**src/hdl/fetch_pkg.sv**
```systemverilog
package fetch_pkg;

  // core widths
  localparam int ADDR_W = 32;
  localparam int INST_W = 32;   // one instruction, one AXI beat

  // line geometry
  localparam int BEATS    = 4;
  localparam int LINE_W   = BEATS * INST_W;
  localparam int OFFSET_W = $clog2(LINE_W / 8);

  // boot address
  localparam logic [ADDR_W-1:0] RESET_PC = 32'h8000_0000;

  // result stage FSM
  typedef enum logic [2:0] {
    IDLE, // nothing held
    HOLD, // hit instruction waiting on the consumer
    AR,   // burst address out
    R,    // collecting beats
    DONE  // refill written, miss instruction out
  } rd_state_e;

endpackage

```
**src/hdl/addr_calculate.sv**
```systemverilog
`timescale 1ns/10ps

module addr_calculate
  import fetch_pkg::*;
(
  input  logic              clock,
  input  logic              rst_i,

  input  logic              flush_i,
  input  logic [ADDR_W-1:0] dnpc_i,

  output logic              valid_post_o,
  input  logic              ready_post_i,

  output logic [ADDR_W-1:0] pc_o
);

  logic [ADDR_W-1:0] pc_q;
  logic              valid_q;

  // redirect wins over the sequential step
  always_ff @(posedge clock) begin
    if (rst_i) begin
      pc_q    <= RESET_PC;
      valid_q <= 1'b0;
    end else begin
      valid_q <= 1'b1;   // always something to fetch
      if (flush_i) begin
        pc_q <= dnpc_i;
      end else if (valid_q && ready_post_i) begin
        pc_q <= pc_q + ADDR_W'(4);
      end
    end
  end

  assign valid_post_o = valid_q;
  assign pc_o         = pc_q;

endmodule

```
**config.mk**
```make
export PLATFORM = sky130hd
export DESIGN_NAME = addr_calculate
export DESIGN_NICKNAME = d
export VERILOG_FILES = /design/src/hdl/fetch_pkg.sv /design/src/hdl/addr_calculate.sv
export SDC_FILE = /design/constraint.sdc
export NUM_CORES = 1
export LEC_CHECK = 0
export BUFFER_PORTS_ARGS = -buffer_cell sky130_fd_sc_hd__buf_2
export CORE_MARGIN = 2
export CORE_UTILIZATION = 25
export CTS_CLUSTER_DIAMETER = 40
export DETAILED_ROUTE_END_ITERATION = 12
export SETUP_SLACK_MARGIN = 0.2
export SYNTH_ARGS = -nofsm -noshare
export SYNTH_HDL_FRONTEND = slang
export SYNTH_SLANG_ARGS = --single-unit
export TNS_END_PERCENT = 50
```
**constraint.sdc**
```tcl
create_clock -name clock -period 1.71 [get_ports clock]
set_input_delay 0.0855 -clock clock [delete_from_list [all_inputs] [get_ports clock]]
set_output_delay 0.0855 -clock clock [all_outputs]
set_load 0.02 [all_outputs]
```
==> run metrics <==
dpl hpwl=4.40 mm; Synth top cells by count=33 x dfxtp_1, 22 x nor2_1, 19 x nand2_1, 19 x xor2_1, 18 x a21oi_1; Ports=69; core area=0.00691 sq mm; GR Util All Layers=15.6%; Initial Util=26.1%; Cell Pwr Density=654 mW/mm^2; pin count of the biggest net entering global routing=22; die area=0.00791 sq mm; H-tree depth=2; number of synthesis warnings=0; Min Hold Slack=0.0311 ns; fin nets=356; Leak=1.31 nW; Clock Pin Slew Worst Setup and Hold Paths=0.07 ns; final period utilization=95.9%; setup violators final=0; required time of the critical path=1.87 ns; layout cells sized above 1=52.2%; DRT iter0 DRCs=58; met3 GRT Util=4.06%; critical path buffer and inverter count=0; unrepaired setup endpoints after global routing=yes; status=complete, no violations; share of synthesized area spent on multiplexers=2.77%; clk_lat worst skew=0.28 ns; Worst-Margin Slew=0.397 ns; WS Path Type=flop to flop; Max FO, Critical Path=5; Final Slew Violations=0; Crit path depth=5; root buf cell=clkbuf_8; total wire length=6.17 mm; Post-Synth Simple-Gate Area=29.3%; DR pass1 iterations=4; ranking of synthesized cells by area=dfxtp_1 37%, xor2_1 9.2%, a21oi_1 5.0%, nor2_1 4.6%, xnor2_1 4.4%; Max Cap Viol=0; Main synth FF type=dfxtp_1; cell class contributing the biggest share of worst-path delay=simple AND/OR/NAND/NOR gates; Reg-to-Reg End=pc_o[29]; Vias/cell=4.77; Synth top area share=36.6%; Syn Nets=256; R2R Setup Slk=0.07 ns; initial antenna violation count=0; CP Launch Point=pc_o[9]; routability cong.=0.914; EDFF count, synth=0; routed vias=1983; main combinational cell family by area after synthesis=simple AND/OR/NAND/NOR gates; post-synth top area cell=dfxtp_1; Final min period=1.64 ns; Hold Path Class=primary input to flop; mapped cell area=0.00180 sq mm; first-pass GRT wire length=9.43 mm; Syn Inst Count=219; max_slew headroom=73.5%; GR peak layer=met2; Antenna diodes=0; crit path launch type=flop; count of cell types in the netlist=31; met1 Resource Use GR=20.5%; Slowest-stage cell, CP=or4_4; R2R depth=5; synthesized flop and latch total=33; post-route ant nets=0; Final Hold Fails=0; Layout area overhead=59.1%; drt wl/cell=14.8 um; DP Area=0.00246 sq mm; Worst Setup EP=pc_o[29]; row count=30; Worst Setup End Kind=flop; Num CTS Buffers=5; DRC violations left=0; count of hold-fix buffers inserted at cts=0; FMAX=0.610 GHz; Setup Skew=0.00675 ns; I/O Buffers=68; peak supply drop=0.409 mV; most numerous cell in the Yosys netlist=dfxtp_1; CTS tree=built; die height=89.0 um; Async SR Flop Fraction=0%; worst r2r src=pc_o[9]; deepest clock path buffer count=2; Synth Area in XOR/XNOR=13.6%; sequential share of the synthesized area=36.6%; post-synthesis compound-gate area fraction=13.4%; Worst EP arrival=1.80 ns; vias in the first global route=1907; final instance area=0.00287 sq mm; largest stage delay on the critical path=0.60 ns; Clock Sinks=33; Adder-Cell Fraction of Synth Area=0.693%; Mapped Avg Cell Area=8.24 sq um; Chip Width=89.0 um; CP Cell Sequence=nand4_1, or4_4, nor4_4, xnor2_1, a211oi_2; M2 GR Usage=25.6%; GRT overflow=0
## worst min-delay path, stage by stage
cell and delay (ns):
buf_2 0.07, mux2i_1 0.05, nor2_1 0.07
## layer usage
metal / up-vias / wire length [um]
met1: 913 / 2790
met3: 6 / 420
met5: - / 0
met4: 0 / 44
met2: 64 / 2920
li1: 1000 / -
## where the power goes
| group | internal [mW] | switching [mW] |
|---|---|---|
| Sequential | 0.810 | 0.0641 |
| Clock | 0.319 | 0.295 |
| Combinational | 0.175 | 0.214 |
| Total | 1.30 | 0.573 |
## cells by family after synthesis
family,after synthesis
adder cells (fa/ha/maj),1
buffers and inverters,17
multiplexers,5
XOR/XNOR,28
AO/OA/AOI/OAI,40
flip-flops,33
AND/OR/NAND/NOR,95
## layout make-up
cell class              count  area (sq um)
multi-input cells         169          1260
inverters                   3          11.3
flip-flops and latches     33           746
fillers                   736          4040
well taps                  96           120
clock buffers               6          82.6
repair buffers            107           644
clock inverters             2          8.76
## sequential cells by signal (all words and copies together), names as in the netlist
signal and cells:
valid_post_o 1, pc_o 32
## timing repair
| item | CTS | global route |
|---|---|---|
| pin swaps | 7 | 41 |
| setup endpoints to repair | 14 | 24 |
| gates resized for setup | 12 | 22 |
| buffers inserted | 14 | 9 |
| gates cloned | 0 | 0 |
## cells in the final DEF (no fill, tap or decap), types with 3 or more instances in the layout
master     n
a211oi_1   8
nor2_1    20
and4_4     3
mux2i_1    5
and3_1     9
buf_4     36
xor2_1    19
buf_2     68
clkbuf_8   6
buf_6      3
o21ai_0    3
nand3_1    7
dfxtp_2    5
o22ai_1    7
dfxtp_4   21
nand3_2    4
nand4_1   12
inv_1      3
dfxtp_1    7
a21oi_1   17
xnor2_1    8
nor4_4     6
nand2_1   17
## worst min-delay path by stage
stage	from	endpoint	cells past startpoint	slack, ns
after floorplan	rst_i	valid_post_o	1	0.18
after CTS	dnpc_i[10]	pc_o[10]	3	0.03
after global routing	dnpc_i[7]	pc_o[7]	3	0.04
after detailed placement	dnpc_i[8]	pc_o[8]	3	0.33
after global placement	dnpc_i[8]	pc_o[8]	3	0.32
final	dnpc_i[8]	pc_o[8]	3	0.03
## per-stage QoR
step                      instances  total power, mW  utilization (%)  worst slack (ns)  setup TNS, ns
after floorplan                 219             1.08                -            0.0268              0
after global placement          385             1.22             35.7            0.0383              0
after detailed placement        385             1.22             35.7            0.0348              0
after CTS                       407             1.87             39.6            0.0727              0
after global routing            416             1.97             41.6           -0.0139        -0.0208
final                           416             1.88             41.6            0.0705              0
(Power assumes the default switching activity.)
