$ cat config.mk
export PLATFORM = sky130hd
export DESIGN_NAME = result_drive_flat
export DESIGN_NICKNAME = d
export VERILOG_FILES = /design/src/hdl/fetch_pkg.sv /design/src/hdl/fetch_if.sv /design/src/hdl/result_drive.sv /design/src/flat_wrapper.sv
export SDC_FILE = /design/constraint.sdc
export NUM_CORES = 1
export LEC_CHECK = 0
export BUFFER_PORTS_ARGS = -buffer_cell sky130_fd_sc_hd__buf_2
export CAP_MARGIN = 5
export CORE_AREA = 2 2 177 179
export DETAILED_ROUTE_END_ITERATION = 12
export DIE_AREA = 0 0 179 181
export PLACE_DENSITY = 0.62
export SETUP_SLACK_MARGIN = 0.15
export SYNTH_ARGS = -nofsm -noshare
export SYNTH_HDL_FRONTEND = slang
export SYNTH_SLANG_ARGS = --single-unit
$ cat constraint.sdc
create_clock -name clock -period 4.85 [get_ports clock]
set_clock_uncertainty 0.2 [all_clocks]
set_input_delay 0.97 -clock clock [delete_from_list [all_inputs] [get_ports clock]]
set_output_delay 0.97 -clock clock [all_outputs]
set_load 0.02 [all_outputs]
$ cat src/hdl/fetch_pkg.sv
package fetch_pkg;

  // core widths
  localparam int ADDR_W = 32;
  localparam int INST_W = 32;   // one instruction, one AXI beat

  // line geometry
  localparam int BEATS    = 4;
  localparam int LINE_W   = BEATS * INST_W;
  localparam int OFFSET_W = $clog2(LINE_W / 8);

  // boot address
  localparam logic [ADDR_W-1:0] RESET_PC = 32'h8000_0000;

  // result stage FSM
  typedef enum logic [2:0] {
    IDLE, // nothing held
    HOLD, // hit instruction waiting on the consumer
    AR,   // burst address out
    R,    // collecting beats
    DONE  // refill written, miss instruction out
  } rd_state_e;

endpackage

$ cat src/hdl/fetch_if.sv
`timescale 1ns/10ps

// lookup result, cache_access -> result_drive
interface lookup_if
  import fetch_pkg::*;
#(
  parameter int WAYS = 2
);

  localparam int WAY_W = (WAYS > 1) ? $clog2(WAYS) : 1;

  logic              valid;
  logic              ready;
  logic [ADDR_W-1:0] pc;
  logic              hit;
  logic [LINE_W-1:0] hit_line;
  logic [WAY_W-1:0]  hit_way;   // victim on a miss

  modport cache_side (output valid, pc, hit, hit_line, hit_way, input ready);
  modport drive_side (input valid, pc, hit, hit_line, hit_way, output ready);

endinterface

// refill write, result_drive -> cache arrays
interface line_wr_if
  import fetch_pkg::*;
#(
  parameter int SETS = 16,
  parameter int WAYS = 2
);

  localparam int INDEX_W = $clog2(SETS);
  localparam int WAY_W   = (WAYS > 1) ? $clog2(WAYS) : 1;
  localparam int TAG_W   = ADDR_W - INDEX_W - OFFSET_W;

  logic               wen;
  logic [INDEX_W-1:0] index;
  logic [WAY_W-1:0]   way;
  logic [TAG_W-1:0]   tag;
  logic [LINE_W-1:0]  line;

  modport writer (output wen, index, way, tag, line);
  modport array  (input wen, index, way, tag, line);

endinterface

$ cat src/hdl/result_drive.sv
`timescale 1ns/10ps

module result_drive
  import fetch_pkg::*;
#(
  parameter int SETS = 16,
  parameter int WAYS = 2
)(
  input  logic              clock,
  input  logic              rst_i,
  input  logic              flush_i,

  lookup_if.drive_side      lookup,
  line_wr_if.writer         wr,

  output logic              valid_post_o,
  input  logic              ready_post_i,
  output logic [ADDR_W-1:0] pc_o,
  output logic [INST_W-1:0] inst_o,
  output logic              inst_err_o,

  // AXI read address
  input  logic              arready_i,
  output logic              arvalid_o,
  output logic [ADDR_W-1:0] araddr_o,

  // AXI read data
  output logic              rready_o,
  input  logic              rvalid_i,
  input  logic [1:0]        rresp_i,
  input  logic [INST_W-1:0] rdata_i,
  input  logic              rlast_i
);

  localparam int INDEX_W = $clog2(SETS);
  localparam int WAY_W   = (WAYS > 1) ? $clog2(WAYS) : 1;
  localparam int TAG_W   = ADDR_W - INDEX_W - OFFSET_W;

  rd_state_e         state;
  logic              out_valid;
  logic              wen_q;
  logic              drop_q;    // flushed while the burst runs

  logic [ADDR_W-1:0] out_pc;
  logic [INST_W-1:0] out_inst;
  logic              out_err;
  logic [WAY_W-1:0]  way_q;
  logic [LINE_W-1:0] line_buf;
  logic              err_q;

  logic              accept;
  logic              beat;
  logic              last;
  logic              resp_err;
  logic [LINE_W-1:0] line_next;

  function automatic logic [INST_W-1:0] word_sel(input logic [LINE_W-1:0] line,
                                                 input logic [OFFSET_W-3:0] sel);
    return line[sel*INST_W +: INST_W];
  endfunction

  // no new lookup while a refill write is landing
  assign lookup.ready = !wen_q &&
                        (state == IDLE ||
                         ((state == HOLD || state == DONE) && (!out_valid || ready_post_i)));

  assign accept    = lookup.valid && lookup.ready && !flush_i;
  assign beat      = (state == R) && rvalid_i;
  assign last      = beat && rlast_i;
  assign resp_err  = rresp_i != 2'b00;
  assign line_next = {rdata_i, line_buf[LINE_W-1:INST_W]};   // first beat ends up lowest

  always_ff @(posedge clock) begin
    if (rst_i) begin
      state     <= IDLE;
      out_valid <= 1'b0;
      wen_q     <= 1'b0;
      drop_q    <= 1'b0;
    end else begin
      wen_q <= 1'b0;
      case (state)
        IDLE, HOLD, DONE: begin
          if (flush_i) begin
            state     <= IDLE;
            out_valid <= 1'b0;
          end else if (accept) begin
            state     <= lookup.hit ? HOLD : AR;
            out_valid <= lookup.hit;
            drop_q    <= 1'b0;
          end else if (!out_valid || ready_post_i) begin
            state     <= IDLE;
            out_valid <= 1'b0;
          end
        end
        AR: begin
          if (flush_i) drop_q <= 1'b1;
          if (arready_i) state <= R;
        end
        R: begin
          if (flush_i) drop_q <= 1'b1;
          if (last) begin
            state     <= DONE;
            wen_q     <= !(err_q || resp_err);   // bad line never cached
            out_valid <= !(drop_q || flush_i);
          end
        end
        default: state <= IDLE;
      endcase
    end
  end

  always_ff @(posedge clock) begin
    if (accept) begin
      out_pc   <= lookup.pc;
      way_q    <= lookup.hit_way;
      out_inst <= word_sel(lookup.hit_line, lookup.pc[OFFSET_W-1:2]);
      out_err  <= 1'b0;
      err_q    <= 1'b0;
    end
    if (beat) begin
      line_buf <= line_next;
      err_q    <= err_q || resp_err;
    end
    if (last) begin
      out_err  <= err_q || resp_err;
      out_inst <= (err_q || resp_err) ? '0 : word_sel(line_next, out_pc[OFFSET_W-1:2]);
    end
  end

  assign arvalid_o = (state == AR);
  assign araddr_o  = {out_pc[ADDR_W-1:OFFSET_W], {OFFSET_W{1'b0}}};
  assign rready_o  = (state == R);

  assign wr.wen   = wen_q;
  assign wr.index = out_pc[OFFSET_W +: INDEX_W];
  assign wr.way   = way_q;
  assign wr.tag   = out_pc[ADDR_W-1 -: TAG_W];
  assign wr.line  = line_buf;

  assign valid_post_o = out_valid;
  assign pc_o         = out_pc;
  assign inst_o       = out_inst;
  assign inst_err_o   = out_err;

endmodule

$ cat src/flat_wrapper.sv
// flat-port wrapper written by rule: the top's interface ports become plain ports
module result_drive_flat import fetch_pkg::*;
#(
  parameter int SETS = 16,
  parameter int WAYS = 2
)
  (clock, rst_i, flush_i, valid_post_o, ready_post_i, pc_o, inst_o, inst_err_o, arready_i, arvalid_o, araddr_o, rready_o, rvalid_i, rresp_i, rdata_i, rlast_i, lookup_valid, lookup_pc, lookup_hit, lookup_hit_line, lookup_hit_way, lookup_ready, wr_wen, wr_index, wr_way, wr_tag, wr_line);
  lookup_if #(.WAYS(WAYS)) lookup_i ();
  line_wr_if #(.SETS(SETS), .WAYS(WAYS)) wr_i ();
  input  logic clock;
  input  logic rst_i;
  input  logic flush_i;
  output logic valid_post_o;
  input  logic ready_post_i;
  output logic [ADDR_W-1:0] pc_o;
  output logic [INST_W-1:0] inst_o;
  output logic inst_err_o;
  input  logic arready_i;
  output logic arvalid_o;
  output logic [ADDR_W-1:0] araddr_o;
  output logic rready_o;
  input  logic rvalid_i;
  input  logic [1:0] rresp_i;
  input  logic [INST_W-1:0] rdata_i;
  input  logic rlast_i;
  input wire logic [$bits(lookup_i.valid)-1:0] lookup_valid;
  input wire logic [$bits(lookup_i.pc)-1:0] lookup_pc;
  input wire logic [$bits(lookup_i.hit)-1:0] lookup_hit;
  input wire logic [$bits(lookup_i.hit_line)-1:0] lookup_hit_line;
  input wire logic [$bits(lookup_i.hit_way)-1:0] lookup_hit_way;
  output wire logic [$bits(lookup_i.ready)-1:0] lookup_ready;
  output wire logic [$bits(wr_i.wen)-1:0] wr_wen;
  output wire logic [$bits(wr_i.index)-1:0] wr_index;
  output wire logic [$bits(wr_i.way)-1:0] wr_way;
  output wire logic [$bits(wr_i.tag)-1:0] wr_tag;
  output wire logic [$bits(wr_i.line)-1:0] wr_line;
  assign lookup_i.valid = lookup_valid;
  assign lookup_i.pc = lookup_pc;
  assign lookup_i.hit = lookup_hit;
  assign lookup_i.hit_line = lookup_hit_line;
  assign lookup_i.hit_way = lookup_hit_way;
  assign lookup_ready = lookup_i.ready;
  assign wr_wen = wr_i.wen;
  assign wr_index = wr_i.index;
  assign wr_way = wr_i.way;
  assign wr_tag = wr_i.tag;
  assign wr_line = wr_i.line;
  result_drive #(.SETS(SETS), .WAYS(WAYS)) u_core (.clock(clock), .rst_i(rst_i), .flush_i(flush_i), .lookup(lookup_i), .wr(wr_i), .valid_post_o(valid_post_o), .ready_post_i(ready_post_i), .pc_o(pc_o), .inst_o(inst_o), .inst_err_o(inst_err_o), .arready_i(arready_i), .arvalid_o(arvalid_o), .araddr_o(araddr_o), .rready_o(rready_o), .rvalid_i(rvalid_i), .rresp_i(rresp_i), .rdata_i(rdata_i), .rlast_i(rlast_i));
endmodule
==> reports/results.env <==
RUN_STATUS='completed'
POST_ROUTE_DRC_VIOLATION_COUNT=0
CTS_NUM_SINKS=201
CTS-ROOT-TO-SINK-BUFFERS=3
FINAL_HOLD_VIOL_COUNT=0
GROUTE.USAGE.OVERALL=0.1544
WORST_PATH_SLOWEST_CELL='sky130_fd_sc_hd__edfxtp_1'
TOP_COUNT_CELL_POST_SYNTH='sky130_fd_sc_hd__edfxtp_1'
GRT_PASS1_WL_MM=37.34
HOLDCRITPATHCLASS='reg2reg'
CRITICAL_PATH_PEAK_FANOUT=10
FINAL.SETUP.WORST_SLACK_PS=1819
YS_SEQ_ELEMENTS=201
YS_TOP_CELLS_BY_AREA='sky130_fd_sc_hd__edfxtp_1 (68%), sky130_fd_sc_hd__mux4_2 (17%), sky130_fd_sc_hd__buf_4 (5.4%)'
SYNTHARSTFLOPSHARE=0
CLK_LATENCY_PS=510
CRITICAL_PATH.MAX_STAGE_DELAY_PS=830
DESIGN.DIE.AREA_UM2=32400
CTS_SETUP_BUFFERS=0
PLACE.DETAILED.HPWL_MM=18.97
DESIGN_AREA_UM2=11570
CRITPATHREQUIREDTIME_PS=3680
H-TREE-DEPTH=1
WORST-SETUP-PATH-TYPE='reg2out'
SYNTH_CELL_TYPES=30
PLACEABLECOREAREA_UM2=30350
WORSTMARGINPINSLEW_PS=1082
SYNTH_COMMON_CELLS='sky130_fd_sc_hd__edfxtp_1 (195), sky130_fd_sc_hd__mux4_2 (64), sky130_fd_sc_hd__buf_4 (61)'
SHARE_OF_LAYOUT_CELLS_ABOVE_DRIVE_STRENGTH_1=0.6593
GRT.OVERFLOW.TOTAL=0
PLACEMENTROWS=64
FINISH.CELL_COUNT_WITHOUT_FILLERS=1255
ARRIVAL_PS=1860
DETAIL-ROUTE-ANTENNA-NETS=0
CHIPWIDTH_UM=179
SYNTHDOMINANTCELLAREASHARE=0.6842
MAXIMUM_NUMBER_OF_PINS_ON_ONE_NET_BEFORE_GLOBAL_ROUTE_REPAIR=88
RSZ_0062_RAISED_AFTER_GLOBAL_ROUTING='false'
CTS-BUFFERS-INSERTED=23
PLACE_INST=1211
INITIAL_DRT_MARKERS=284
SYN-CELL-AREA_UM2=8558
MAX_SLEW_MARGIN=0.2772
FINAL.HOLD.WORST_SLACK_PS=268.2
POSTCTSHOLDBUFS=0
CTS_ROOT_BUF='sky130_fd_sc_hd__clkbuf_16'
PORT_BUFFERS=458
WORSTSETUPENDPOINTTYPE='output port'
STARTPOINT_TYPE='flip-flop'
PERIOD_MINUS_SLACK_PS=3031
TOTALWIRELENGTH_MM=26.26
VIAS_IN_THE_FIRST_GLOBAL_ROUTE=5956
ACHIEVABLE-FREQUENCY_GHz=0.3299
TOTAL_LEAKAGE_POWER_nW=4.656
SYNTH.YOSYS.SEQ_AREA_SHARE=0.6982
CHIPHEIGHT_UM=181
CRITPATHBUFINV=2
LAYOUT.NETS=1044
POST_DRT_VIA_CELL_RATIO=4.642
SYN_TO_FINAL_GROWTH_PCT=35.15
DETAILED_PLACE.AREA_UM2=10870
FINAL-SETUP-VIOL-COUNT=0
MAX-VDD-IR-DROP_mV=0.2655
POST_CTS_RESIZED=0
CRIT_PATH_CELLS='buf_4 -> buf_2'
CELLPOWERDENSITY_nW_PER_UM2=341.5
GPL.FINAL_WEIGHTED_CONGESTION=0.8265
DRT-WIRELENGTH-PER-CELL_UM=20.93
INITIAL_CORE_UTIL=0.2820
CRITPATHTOPFAMILY='flip-flops'
FINAL-MAX-SLEW-VIOLATION-COUNT=0
IO_PINS=463
POST_SYNTH_INST_COUNT=428
LEADING_AREA_CONTRIBUTOR_AFTER_SYNTHESIS='sky130_fd_sc_hd__edfxtp_1'
SYNTHFLOPTYPE='sky130_fd_sc_hd__edfxtp_1'
COUNT_OF_YOSYS_WARNINGS_DURING_SYNTHESIS=0
CTS.CLK_SLEW.WORST_PATHS_PS=60
VIAS=5826
PLACEMENT.SETUP.WORST_SLACK_PS=1452
SYNTH_AREA_PER_INST_UM2=20.00
TOTAL_NEGATIVE_SLACK_PS=0
GRT_ANTENNA_BEFORE_REPAIR=5
CAP_VIOLATIONS=0
FINAL.PERIOD_UTILIZATION=0.6250
DRT_PASS1_ITERATIONS=5
SYNTH_ENABLE_FLOP_CELLS=195
TRITONCTS='built'
## power by group
group	switching [mW]	leakage [nW]	internal, mW
clock network	0.691	0.336	0.924
logic	0.191	2.49	0.185
registers	0.0214	1.83	1.94
## flip-flops by register name, summed over array words and instances, names as in the netlist
signal               flops
u_core.pc_o             32
u_core.inst_err_o        1
u_core.err_q             1
u_core.valid_post_o      1
u_core.drop_q            1
u_core.inst_o           32
u_core.wr.line         128
u_core.state             3
u_core.wr.way            1
u_core.wr.wen            1
## per-layer routing
| metal | up-vias | share of wire | track usage | routed length, µm |
|---|---|---|---|---|
| met5 | - | 0.00042 | 0 | 11 |
| met4 | 2 | 0.020 | 0.04065 | 513 |
| met3 | 38 | 0.10 | 0.04398 | 2668 |
| met2 | 375 | 0.52 | 0.2843 | 13750 |
| met1 | 2879 | 0.35 | 0.1722 | 9317 |
| li1 | 2532 | - | - | - |
## worst paths after layout
kind                            from                  to  slack [ps]  cells after the start
setup reg to reg     u_core.state[0]   u_core.inst_o[30]        1920                      4
hold reg to reg   u_core.wr.line[75]  u_core.wr.line[43]         270                      0
setup / recovery      u_core.pc_o[2]             pc_o[2]        1820                      2
hold / removal    u_core.wr.line[75]  u_core.wr.line[43]         270                      0
## cell families after synthesis
family | after synthesis | synth area share
DFF | 201 | 0.6982
AOI/OAI and AO/OA | 43 | 0.04064
other | 1 | 0.0004382
muxes | 65 | 0.1697
and+or+nand+nor | 32 | 0.02252
buffers and inverters | 86 | 0.06842
## cell type report
type	instances	area, µm²
clock inverter	13	88.84
timing repair buffer	466	2365
antenna	2	5.005
tap	396	495.5
inverter	4	20.02
fill	2905	18780
multi-input combinational	144	2018
clock buffer	29	598.1
sequential	201	5976
## through the flow
stage,utilization,power (mW)
after floorplan,-,2.228
after global placement,0.3583,2.372
after detailed placement,0.3583,2.378
after CTS,0.3809,4.008
after global routing,0.3810,4.105
final,0.3811,3.950
## worst register-to-register path, stage by stage (launching register included)
cell and delay, ps:
sky130_fd_sc_hd__dfxtp_1 430, sky130_fd_sc_hd__and3b_1 340, sky130_fd_sc_hd__nand3_4 490, sky130_fd_sc_hd__nor2b_4 1050, sky130_fd_sc_hd__a22o_1 300
## layout by cell type (no fill, tap or decap), drive strengths merged
cell / n
buf: 466
edfxtp: 195
mux4: 64
a22o: 32
clkbuf: 29
clkinv: 11
dfxtp: 6
nor2b: 6
nand2: 6
inv: 5
nor2: 4
conb: 4
nor3: 3
a21oi: 3
o21ai: 3
nand3: 3
diode: 2
a21o: 2
and2: 2
nand4: 2
a31oi: 2
or4: 2
nand2b: 1
and3b: 1
nor4b: 1
nand3b: 1
a21bo: 1
mux2: 1
bufinv: 1
Note: power is estimated with default switching activity, not from simulation.
