--- src/hdl/fetch_pkg.sv ---
package fetch_pkg;

  // core widths
  localparam int ADDR_W = 32;
  localparam int INST_W = 32;   // one instruction, one AXI beat

  // line geometry
  localparam int BEATS    = 4;
  localparam int LINE_W   = BEATS * INST_W;
  localparam int OFFSET_W = $clog2(LINE_W / 8);

  // boot address
  localparam logic [ADDR_W-1:0] RESET_PC = 32'h8000_0000;

  // result stage FSM
  typedef enum logic [2:0] {
    IDLE, // nothing held
    HOLD, // hit instruction waiting on the consumer
    AR,   // burst address out
    R,    // collecting beats
    DONE  // refill written, miss instruction out
  } rd_state_e;

endpackage

--- src/hdl/fetch_if.sv ---
`timescale 1ns/10ps

// lookup result, cache_access -> result_drive
interface lookup_if
  import fetch_pkg::*;
#(
  parameter int WAYS = 2
);

  localparam int WAY_W = (WAYS > 1) ? $clog2(WAYS) : 1;

  logic              valid;
  logic              ready;
  logic [ADDR_W-1:0] pc;
  logic              hit;
  logic [LINE_W-1:0] hit_line;
  logic [WAY_W-1:0]  hit_way;   // victim on a miss

  modport cache_side (output valid, pc, hit, hit_line, hit_way, input ready);
  modport drive_side (input valid, pc, hit, hit_line, hit_way, output ready);

endinterface

// refill write, result_drive -> cache arrays
interface line_wr_if
  import fetch_pkg::*;
#(
  parameter int SETS = 16,
  parameter int WAYS = 2
);

  localparam int INDEX_W = $clog2(SETS);
  localparam int WAY_W   = (WAYS > 1) ? $clog2(WAYS) : 1;
  localparam int TAG_W   = ADDR_W - INDEX_W - OFFSET_W;

  logic               wen;
  logic [INDEX_W-1:0] index;
  logic [WAY_W-1:0]   way;
  logic [TAG_W-1:0]   tag;
  logic [LINE_W-1:0]  line;

  modport writer (output wen, index, way, tag, line);
  modport array  (input wen, index, way, tag, line);

endinterface

--- src/hdl/cache_access.sv ---
`timescale 1ns/10ps

module cache_access
  import fetch_pkg::*;
#(
  parameter int SETS = 16,
  parameter int WAYS = 2
)(
  input  logic              clock,
  input  logic              rst_i,
  input  logic              flush_i,

  input  logic              valid_pre_i,
  output logic              ready_pre_o,
  input  logic [ADDR_W-1:0] pc_i,

  lookup_if.cache_side      lookup,
  line_wr_if.array          wr
);

  localparam int INDEX_W = $clog2(SETS);
  localparam int WAY_W   = (WAYS > 1) ? $clog2(WAYS) : 1;
  localparam int TAG_W   = ADDR_W - INDEX_W - OFFSET_W;

  logic [WAYS-1:0]   valid_q  [SETS];
  logic [WAY_W-1:0]  victim_q [SETS];
  logic [TAG_W-1:0]  tag_q    [SETS][WAYS];
  logic [LINE_W-1:0] data_q   [SETS][WAYS];

  logic               held_valid;
  logic [ADDR_W-1:0]  held_pc;
  logic               held_hit;
  logic [LINE_W-1:0]  held_line;
  logic [WAY_W-1:0]   held_way;

  logic [INDEX_W-1:0] idx_c;
  logic [TAG_W-1:0]   tag_c;
  logic               hit_c;
  logic [WAY_W-1:0]   way_c;
  logic [LINE_W-1:0]  line_c;
  logic               accept;

  function automatic logic [WAY_W-1:0] next_way(input logic [WAY_W-1:0] w);
    return (w == WAY_W'(WAYS - 1)) ? '0 : w + 1'b1;
  endfunction

  assign idx_c  = pc_i[OFFSET_W +: INDEX_W];
  assign tag_c  = pc_i[ADDR_W-1 -: TAG_W];
  assign accept = valid_pre_i && ready_pre_o && !flush_i;

  // slot free, or emptied this cycle
  assign ready_pre_o = !held_valid || lookup.ready;

  always_comb begin
    hit_c  = 1'b0;
    way_c  = victim_q[idx_c];
    line_c = '0;
    for (int w = 0; w < WAYS; w++) begin
      if (valid_q[idx_c][w] && tag_q[idx_c][w] == tag_c) begin
        hit_c  = 1'b1;
        way_c  = WAY_W'(w);
        line_c = data_q[idx_c][w];
      end
    end
    // refill landing this very cycle
    if (wr.wen && wr.index == idx_c) begin
      if (wr.tag == tag_c) begin
        hit_c  = 1'b1;
        way_c  = wr.way;
        line_c = wr.line;
      end else if (!hit_c) begin
        way_c = next_way(victim_q[idx_c]);
      end
    end
  end

  always_ff @(posedge clock) begin
    if (rst_i) begin
      held_valid <= 1'b0;
      for (int s = 0; s < SETS; s++) begin
        valid_q[s]  <= '0;
        victim_q[s] <= '0;
      end
    end else begin
      if (flush_i) begin
        held_valid <= 1'b0;
      end else if (accept) begin
        held_valid <= 1'b1;
      end else if (lookup.ready) begin
        held_valid <= 1'b0;
      end
      if (wr.wen) begin
        valid_q[wr.index][wr.way] <= 1'b1;
        victim_q[wr.index]        <= next_way(victim_q[wr.index]);
      end
    end
  end

  always_ff @(posedge clock) begin
    if (wr.wen) begin
      tag_q[wr.index][wr.way]  <= wr.tag;
      data_q[wr.index][wr.way] <= wr.line;
    end
    if (accept) begin
      held_pc   <= pc_i;
      held_hit  <= hit_c;
      held_line <= line_c;
      held_way  <= way_c;
    end else if (wr.wen && wr.index == held_pc[OFFSET_W +: INDEX_W]) begin
      if (wr.tag == held_pc[ADDR_W-1 -: TAG_W]) begin
        held_hit  <= 1'b1;   // refilled while waiting
        held_line <= wr.line;
        held_way  <= wr.way;
      end else if (!held_hit) begin
        held_way <= next_way(victim_q[wr.index]);
      end
    end
  end

  assign lookup.valid    = held_valid;
  assign lookup.pc       = held_pc;
  assign lookup.hit      = held_hit;
  assign lookup.hit_line = held_line;
  assign lookup.hit_way  = held_way;

endmodule

--- src/flat_wrapper.sv ---
// flat-port wrapper written by rule: the top's interface ports become plain ports
module cache_access_flat import fetch_pkg::*;
#(
  parameter int SETS = 16,
  parameter int WAYS = 2
)
  (clock, rst_i, flush_i, valid_pre_i, ready_pre_o, pc_i, lookup_valid, lookup_pc, lookup_hit, lookup_hit_line, lookup_hit_way, lookup_ready, wr_wen, wr_index, wr_way, wr_tag, wr_line);
  lookup_if #(.WAYS(WAYS)) lookup_i ();
  line_wr_if #(.SETS(SETS), .WAYS(WAYS)) wr_i ();
  input  logic clock;
  input  logic rst_i;
  input  logic flush_i;
  input  logic valid_pre_i;
  output logic ready_pre_o;
  input  logic [ADDR_W-1:0] pc_i;
  output wire logic [$bits(lookup_i.valid)-1:0] lookup_valid;
  output wire logic [$bits(lookup_i.pc)-1:0] lookup_pc;
  output wire logic [$bits(lookup_i.hit)-1:0] lookup_hit;
  output wire logic [$bits(lookup_i.hit_line)-1:0] lookup_hit_line;
  output wire logic [$bits(lookup_i.hit_way)-1:0] lookup_hit_way;
  input wire logic [$bits(lookup_i.ready)-1:0] lookup_ready;
  input wire logic [$bits(wr_i.wen)-1:0] wr_wen;
  input wire logic [$bits(wr_i.index)-1:0] wr_index;
  input wire logic [$bits(wr_i.way)-1:0] wr_way;
  input wire logic [$bits(wr_i.tag)-1:0] wr_tag;
  input wire logic [$bits(wr_i.line)-1:0] wr_line;
  assign lookup_valid = lookup_i.valid;
  assign lookup_pc = lookup_i.pc;
  assign lookup_hit = lookup_i.hit;
  assign lookup_hit_line = lookup_i.hit_line;
  assign lookup_hit_way = lookup_i.hit_way;
  assign lookup_i.ready = lookup_ready;
  assign wr_i.wen = wr_wen;
  assign wr_i.index = wr_index;
  assign wr_i.way = wr_way;
  assign wr_i.tag = wr_tag;
  assign wr_i.line = wr_line;
  cache_access #(.SETS(SETS), .WAYS(WAYS)) u_core (.clock(clock), .rst_i(rst_i), .flush_i(flush_i), .valid_pre_i(valid_pre_i), .ready_pre_o(ready_pre_o), .pc_i(pc_i), .lookup(lookup_i), .wr(wr_i));
endmodule
--- config.mk ---
export PLATFORM = sky130hd
export DESIGN_NAME = cache_access_flat
export DESIGN_NICKNAME = d
export VERILOG_FILES = /design/src/hdl/fetch_pkg.sv /design/src/hdl/fetch_if.sv /design/src/hdl/cache_access.sv /design/src/flat_wrapper.sv
export SDC_FILE = /design/constraint.sdc
export NUM_CORES = 2
export LEC_CHECK = 0
export ABC_CLOCK_PERIOD_IN_PS = 19000
export BUFFER_PORTS_ARGS = -buffer_cell sky130_fd_sc_hd__buf_2
export CORE_MARGIN = 10
export CORE_UTILIZATION = 50
export CTS_CLUSTER_SIZE = 30
export DETAILED_ROUTE_END_ITERATION = 8
export PLACE_DENSITY = 0.66
export SLEW_MARGIN = 40
export SYNTH_ARGS = -nofsm -noshare
export SYNTH_HDL_FRONTEND = slang
export SYNTH_MEMORY_MAX_BITS = 65536
export SYNTH_SLANG_ARGS = --single-unit
--- constraint.sdc ---
create_clock -name clock -period 19 [get_ports clock]
set_clock_uncertainty 0.05 [all_clocks]
set_input_delay 3.8 -clock clock [delete_from_list [all_inputs] [get_ports clock]]
set_output_delay 3.8 -clock clock [all_outputs]
set_load 0.01 [all_outputs]
==> metrics.log <==
[metrics] worst ir drop on vdd: 0.0959 mV
[metrics] Final Util: around 57%
[metrics] Worst Reg-to-Reg Cells: 10
[metrics] setup violators final: 0
[metrics] sw power: 4.87 mW
[metrics] commonest register cell after synthesis: sky130_fd_sc_hd__edfxtp_1
[metrics] flip-flop and latch count after synthesis: 5075
[metrics] Comb pwr share: under 10%
[metrics] internal power consumption: 18.6 mW
[metrics] max-slew headroom at the worst pin: approximately 30%
[metrics] critical path data required time: 19.79 ns
[metrics] Synth Instances: slightly above 8000
[metrics] instance area at placement: 204000 um^2
[metrics] grt total ovfl: 0
[metrics] hpwl dp: around 260000 um
[metrics] number of iterations in the first detailed-routing pass: 5
[metrics] area of the core: 386000 um^2
[metrics] Sequential Power Share: a little over half
[metrics] post-layout instance count excluding filler cells: 14400
[metrics] buffer type at the clock tree root: sky130_fd_sc_hd__clkbuf_16
[metrics] maxcap violations: 0
[metrics] critical path peak fanout: 55
[metrics] TritonCTS Buffers: 520
[metrics] run status: completed
[metrics] wirelength, routed: between 500000 and 600000 um
[metrics] H-Tree Depth: 6
[metrics] WP data arrival: 9.92 ns
[metrics] Std-Cell Rows: 228
[metrics] number of nets produced by synthesis: 8324
[metrics] count of flip-flops with a built-in enable after synthesis: 5042
[metrics] Final min period: 9.12 ns
[metrics] setup fix buffers added after clock tree synthesis: 0
[metrics] Unique masters post-synth: between 60 and 70
[metrics] CTS sink cnt: 5075
[metrics] number of hold violations in the final report: 0
[metrics] nature of the critical path startpoint: input port
[metrics] transition at the pin with the smallest max-transition slack: 1.05 ns
[metrics] initial antenna violation count: 88
[metrics] count of vias placed by the detailed router: 94300
[metrics] total number of yosys warnings: 0
[metrics] capturing element type of the critical path: register
[metrics] worst-case clock buffer depth: 4
[metrics] antenna violation net count after detailed routing: 0
[metrics] total global routing track utilization: 24.6%
[metrics] wire length of the first global-routing pass: approximately 730000 um
[metrics] vias in the first global route: 95100
[metrics] Area Overhead vs Synth: 13.2%
[metrics] path class of the lowest-slack min-delay path: reg2reg
[metrics] number of cells on the worst hold path: 2
[metrics] count of boundary I/O pins: 359
[metrics] clock group share of total power: 41.9%
[metrics] fraction of final layout cells with drive strength greater than 1: 30.6%
[metrics] area of all placed cells without fillers: 220000 um^2
[metrics] DRC Markers: 0
[metrics] number of pins with negative max-slew slack in the final report: 0
[metrics] setup repair after global routing missed its margin: no
[metrics] vias per cell: between 6 and 7
[metrics] number of buffers added to fix hold violations after cts: 0
[metrics] placed insts: approximately 13000
[metrics] x dimension of the die: 643 um
[metrics] final estimated routing congestion in global placement: 0.810
[metrics] fraction of registers with async set or reset after synthesis: 0%
[metrics] mapped cell area: 194000 um^2
[metrics] total die area: 414000 um^2
[metrics] average size of a mapped cell: 23.9 um^2
[metrics] maximum frequency from static timing analysis: 110 MHz
[metrics] Critical Setup Path Class: in2reg
[metrics] largest net degree at the start of global routing: 98
[metrics] Avg WL per Cell: 36.2 um
[metrics] post-cts repair resize count: 0
[metrics] share of synthesized area occupied by flip-flops and latches: 78.3%
[metrics] clk slew on worst S/H paths: about 0.06 ns
[metrics] Final nets: 8972
[metrics] Port Buf Inserts: 358
[metrics] Leak Pwr: between 60 and 70 nW
[metrics] pwr/cell area: 106 nW/um^2
[metrics] Worst-Skew Late Latency: 1.03 ns
[metrics] worst hold slack: 0.420 ns
[metrics] initial drt markers: 12900
[metrics] TritonCTS clock tree: yes
[metrics] starting density of the core: 50.3%
[metrics] number of filler cells placed in the layout: 27500
[metrics] Sum Neg Setup Slack: 0 ns
[metrics] Die Height: 643 um
[metrics] Net Sw Frac: 20.8%
[metrics] share of the clock period used by the worst path: 48.0%
[flip-flops by register name, indices dropped and copies added, names as in the netlist]
| signal | flops |
|---|---|
| u_core.lookup.valid | 1 |
| u_core.lookup.hit | 1 |
| u_core.lookup.hit_way | 1 |
| u_core.lookup.hit_line | 128 |
| u_core.victim_q | 16 |
| u_core.valid_q | 32 |
| u_core.tag_q | 768 |
| u_core.lookup.pc | 32 |
| u_core.data_q | 4096 |
[layout make-up]
type                       instances  area [um^2]  share of cell area (%)
tap                             5175         6470                    2.94
sequential                      5075       152000                    69.1
clock buffer                     658        13900                    6.33
multi-input combinational       2581        40100                    18.2
antenna                           35         87.6                  0.0398
inverter                           8         42.5                  0.0193
clock inverter                   261         2230                    1.01
timing repair buffer             591         5060                    2.30
[power by group through the flow]
stage	Combinational, mW	Sequential, mW	Clock (mW)
floorplan	0.653	12.8	0
global placement	1.07	12.7	0
detailed placement	1.10	12.8	0
CTS	1.10	12.5	9.94
global route	1.16	12.5	10.4
finish	1.09	12.5	9.81
[kinds of logic after synthesis]
kind of cell	count (synthesis)	share of synthesized area (%)
mux	1583	17.6
xor+xnor	107	0.482
simple gates	642	1.50
buf+inv	473	1.25
flops	5075	78.3
compound gates	249	0.883
[metal layers]
metal / global-route usage (%) / routed length (um)
met2: 39.5 / 253000
met4: 7.00 / 16100
met3: 5.05 / 51700
met5: 0 / 323
met1: 34.8 / 199000
[cell usage after synthesis (3+ instances only)]
library cell / instances / area (um^2)
sky130_fd_sc_hd__xnor2_1: 48 / 420
sky130_fd_sc_hd__nor4_1: 16 / 100
sky130_fd_sc_hd__mux2i_1: 108 / 1080
sky130_fd_sc_hd__mux4_2: 1471 / 33100
sky130_fd_sc_hd__a31oi_1: 136 / 851
sky130_fd_sc_hd__o21bai_1: 17 / 128
sky130_fd_sc_hd__o211ai_1: 3 / 22.5
sky130_fd_sc_hd__nor3_1: 6 / 30.0
sky130_fd_sc_hd__nand4_1: 138 / 863
sky130_fd_sc_hd__mux2_2: 4 / 45.0
sky130_fd_sc_hd__edfxtp_1: 5042 / 151000
sky130_fd_sc_hd__a22o_1: 13 / 114
sky130_fd_sc_hd__clkbuf_1: 166 / 623
sky130_fd_sc_hd__a221oi_1: 11 / 96.3
sky130_fd_sc_hd__a211oi_1: 5 / 37.5
sky130_fd_sc_hd__and3_1: 5 / 31.3
sky130_fd_sc_hd__a2111oi_0: 3 / 26.3
sky130_fd_sc_hd__and2_1: 3 / 18.8
sky130_fd_sc_hd__o21ai_0: 10 / 50.1
sky130_fd_sc_hd__nand3_1: 17 / 85.1
sky130_fd_sc_hd__nor2_1: 262 / 983
sky130_fd_sc_hd__o32ai_1: 3 / 26.3
sky130_fd_sc_hd__a22oi_1: 20 / 150
sky130_fd_sc_hd__inv_1: 6 / 22.5
sky130_fd_sc_hd__buf_2: 178 / 891
sky130_fd_sc_hd__nor2b_1: 9 / 56.3
sky130_fd_sc_hd__buf_8: 4 / 60.1
sky130_fd_sc_hd__nand2b_1: 6 / 37.5
sky130_fd_sc_hd__dfxtp_1: 33 / 661
sky130_fd_sc_hd__o22ai_1: 4 / 25.0
sky130_fd_sc_hd__a21oi_1: 8 / 40.0
sky130_fd_sc_hd__nand2_1: 169 / 634
sky130_fd_sc_hd__buf_1: 50 / 188
sky130_fd_sc_hd__buf_4: 35 / 263
sky130_fd_sc_hd__buf_6: 31 / 349
sky130_fd_sc_hd__xor2_1: 59 / 517
[stage by stage]
step                power (mW)  worst slack [ns]
finish                    23.4              9.88
global placement          13.8              8.34
CTS                       23.6              9.77
detailed placement        13.9              8.69
floorplan                 13.4              4.25
global route              24.1              9.64
[final timing paths]
kind,start,end,slack [ns]
max,pc_i[6],u_core.lookup.hit_line[11],9.88
min,u_core.valid_q[0][0],u_core.valid_q[0][0],0.42
max reg2reg,u_core.tag_q[8][46],u_core.lookup.hit_line[11],13.87
min reg2reg,u_core.valid_q[0][0],u_core.valid_q[0][0],0.42
[placed cells by master, fill, tap and decap left out, types with 34 or more instances in the layout]
cell type | synthesis | layout
sky130_fd_sc_hd__edfxtp_1 | 5042 | 5042
sky130_fd_sc_hd__mux4_2 | 1471 | 1471
sky130_fd_sc_hd__clkbuf_16 | 0 | 538
sky130_fd_sc_hd__buf_2 | 178 | 354
sky130_fd_sc_hd__nor2_1 | 262 | 228
sky130_fd_sc_hd__nand2_1 | 169 | 169
sky130_fd_sc_hd__nand4_1 | 138 | 138
sky130_fd_sc_hd__a31oi_1 | 136 | 136
sky130_fd_sc_hd__clkbuf_1 | 166 | 118
sky130_fd_sc_hd__clkinv_1 | 1 | 110
sky130_fd_sc_hd__mux2i_1 | 108 | 108
sky130_fd_sc_hd__buf_6 | 31 | 85
sky130_fd_sc_hd__buf_4 | 35 | 75
sky130_fd_sc_hd__clkinv_2 | 0 | 70
sky130_fd_sc_hd__xor2_1 | 59 | 59
sky130_fd_sc_hd__xnor2_1 | 48 | 48
sky130_fd_sc_hd__buf_12 | 1 | 44
sky130_fd_sc_hd__diode_2 | 0 | 35
sky130_fd_sc_hd__nor2_4 | 0 | 34
[critical path: stages]
cell,delay (ns)
sky130_fd_sc_hd__buf_8,0.45
sky130_fd_sc_hd__buf_4,0.70
sky130_fd_sc_hd__buf_6,0.61
sky130_fd_sc_hd__mux2i_1,0.20
sky130_fd_sc_hd__a22o_1,0.27
sky130_fd_sc_hd__a221oi_1,0.30
sky130_fd_sc_hd__xnor2_1,0.17
sky130_fd_sc_hd__a31oi_1,0.13
sky130_fd_sc_hd__nor4_1,0.31
sky130_fd_sc_hd__and4_4,0.67
sky130_fd_sc_hd__buf_4,0.80
sky130_fd_sc_hd__buf_4,0.81
sky130_fd_sc_hd__nand4_1,0.17
sky130_fd_sc_hd__a31oi_1,0.24
Power figures use the tool's default switching activity.
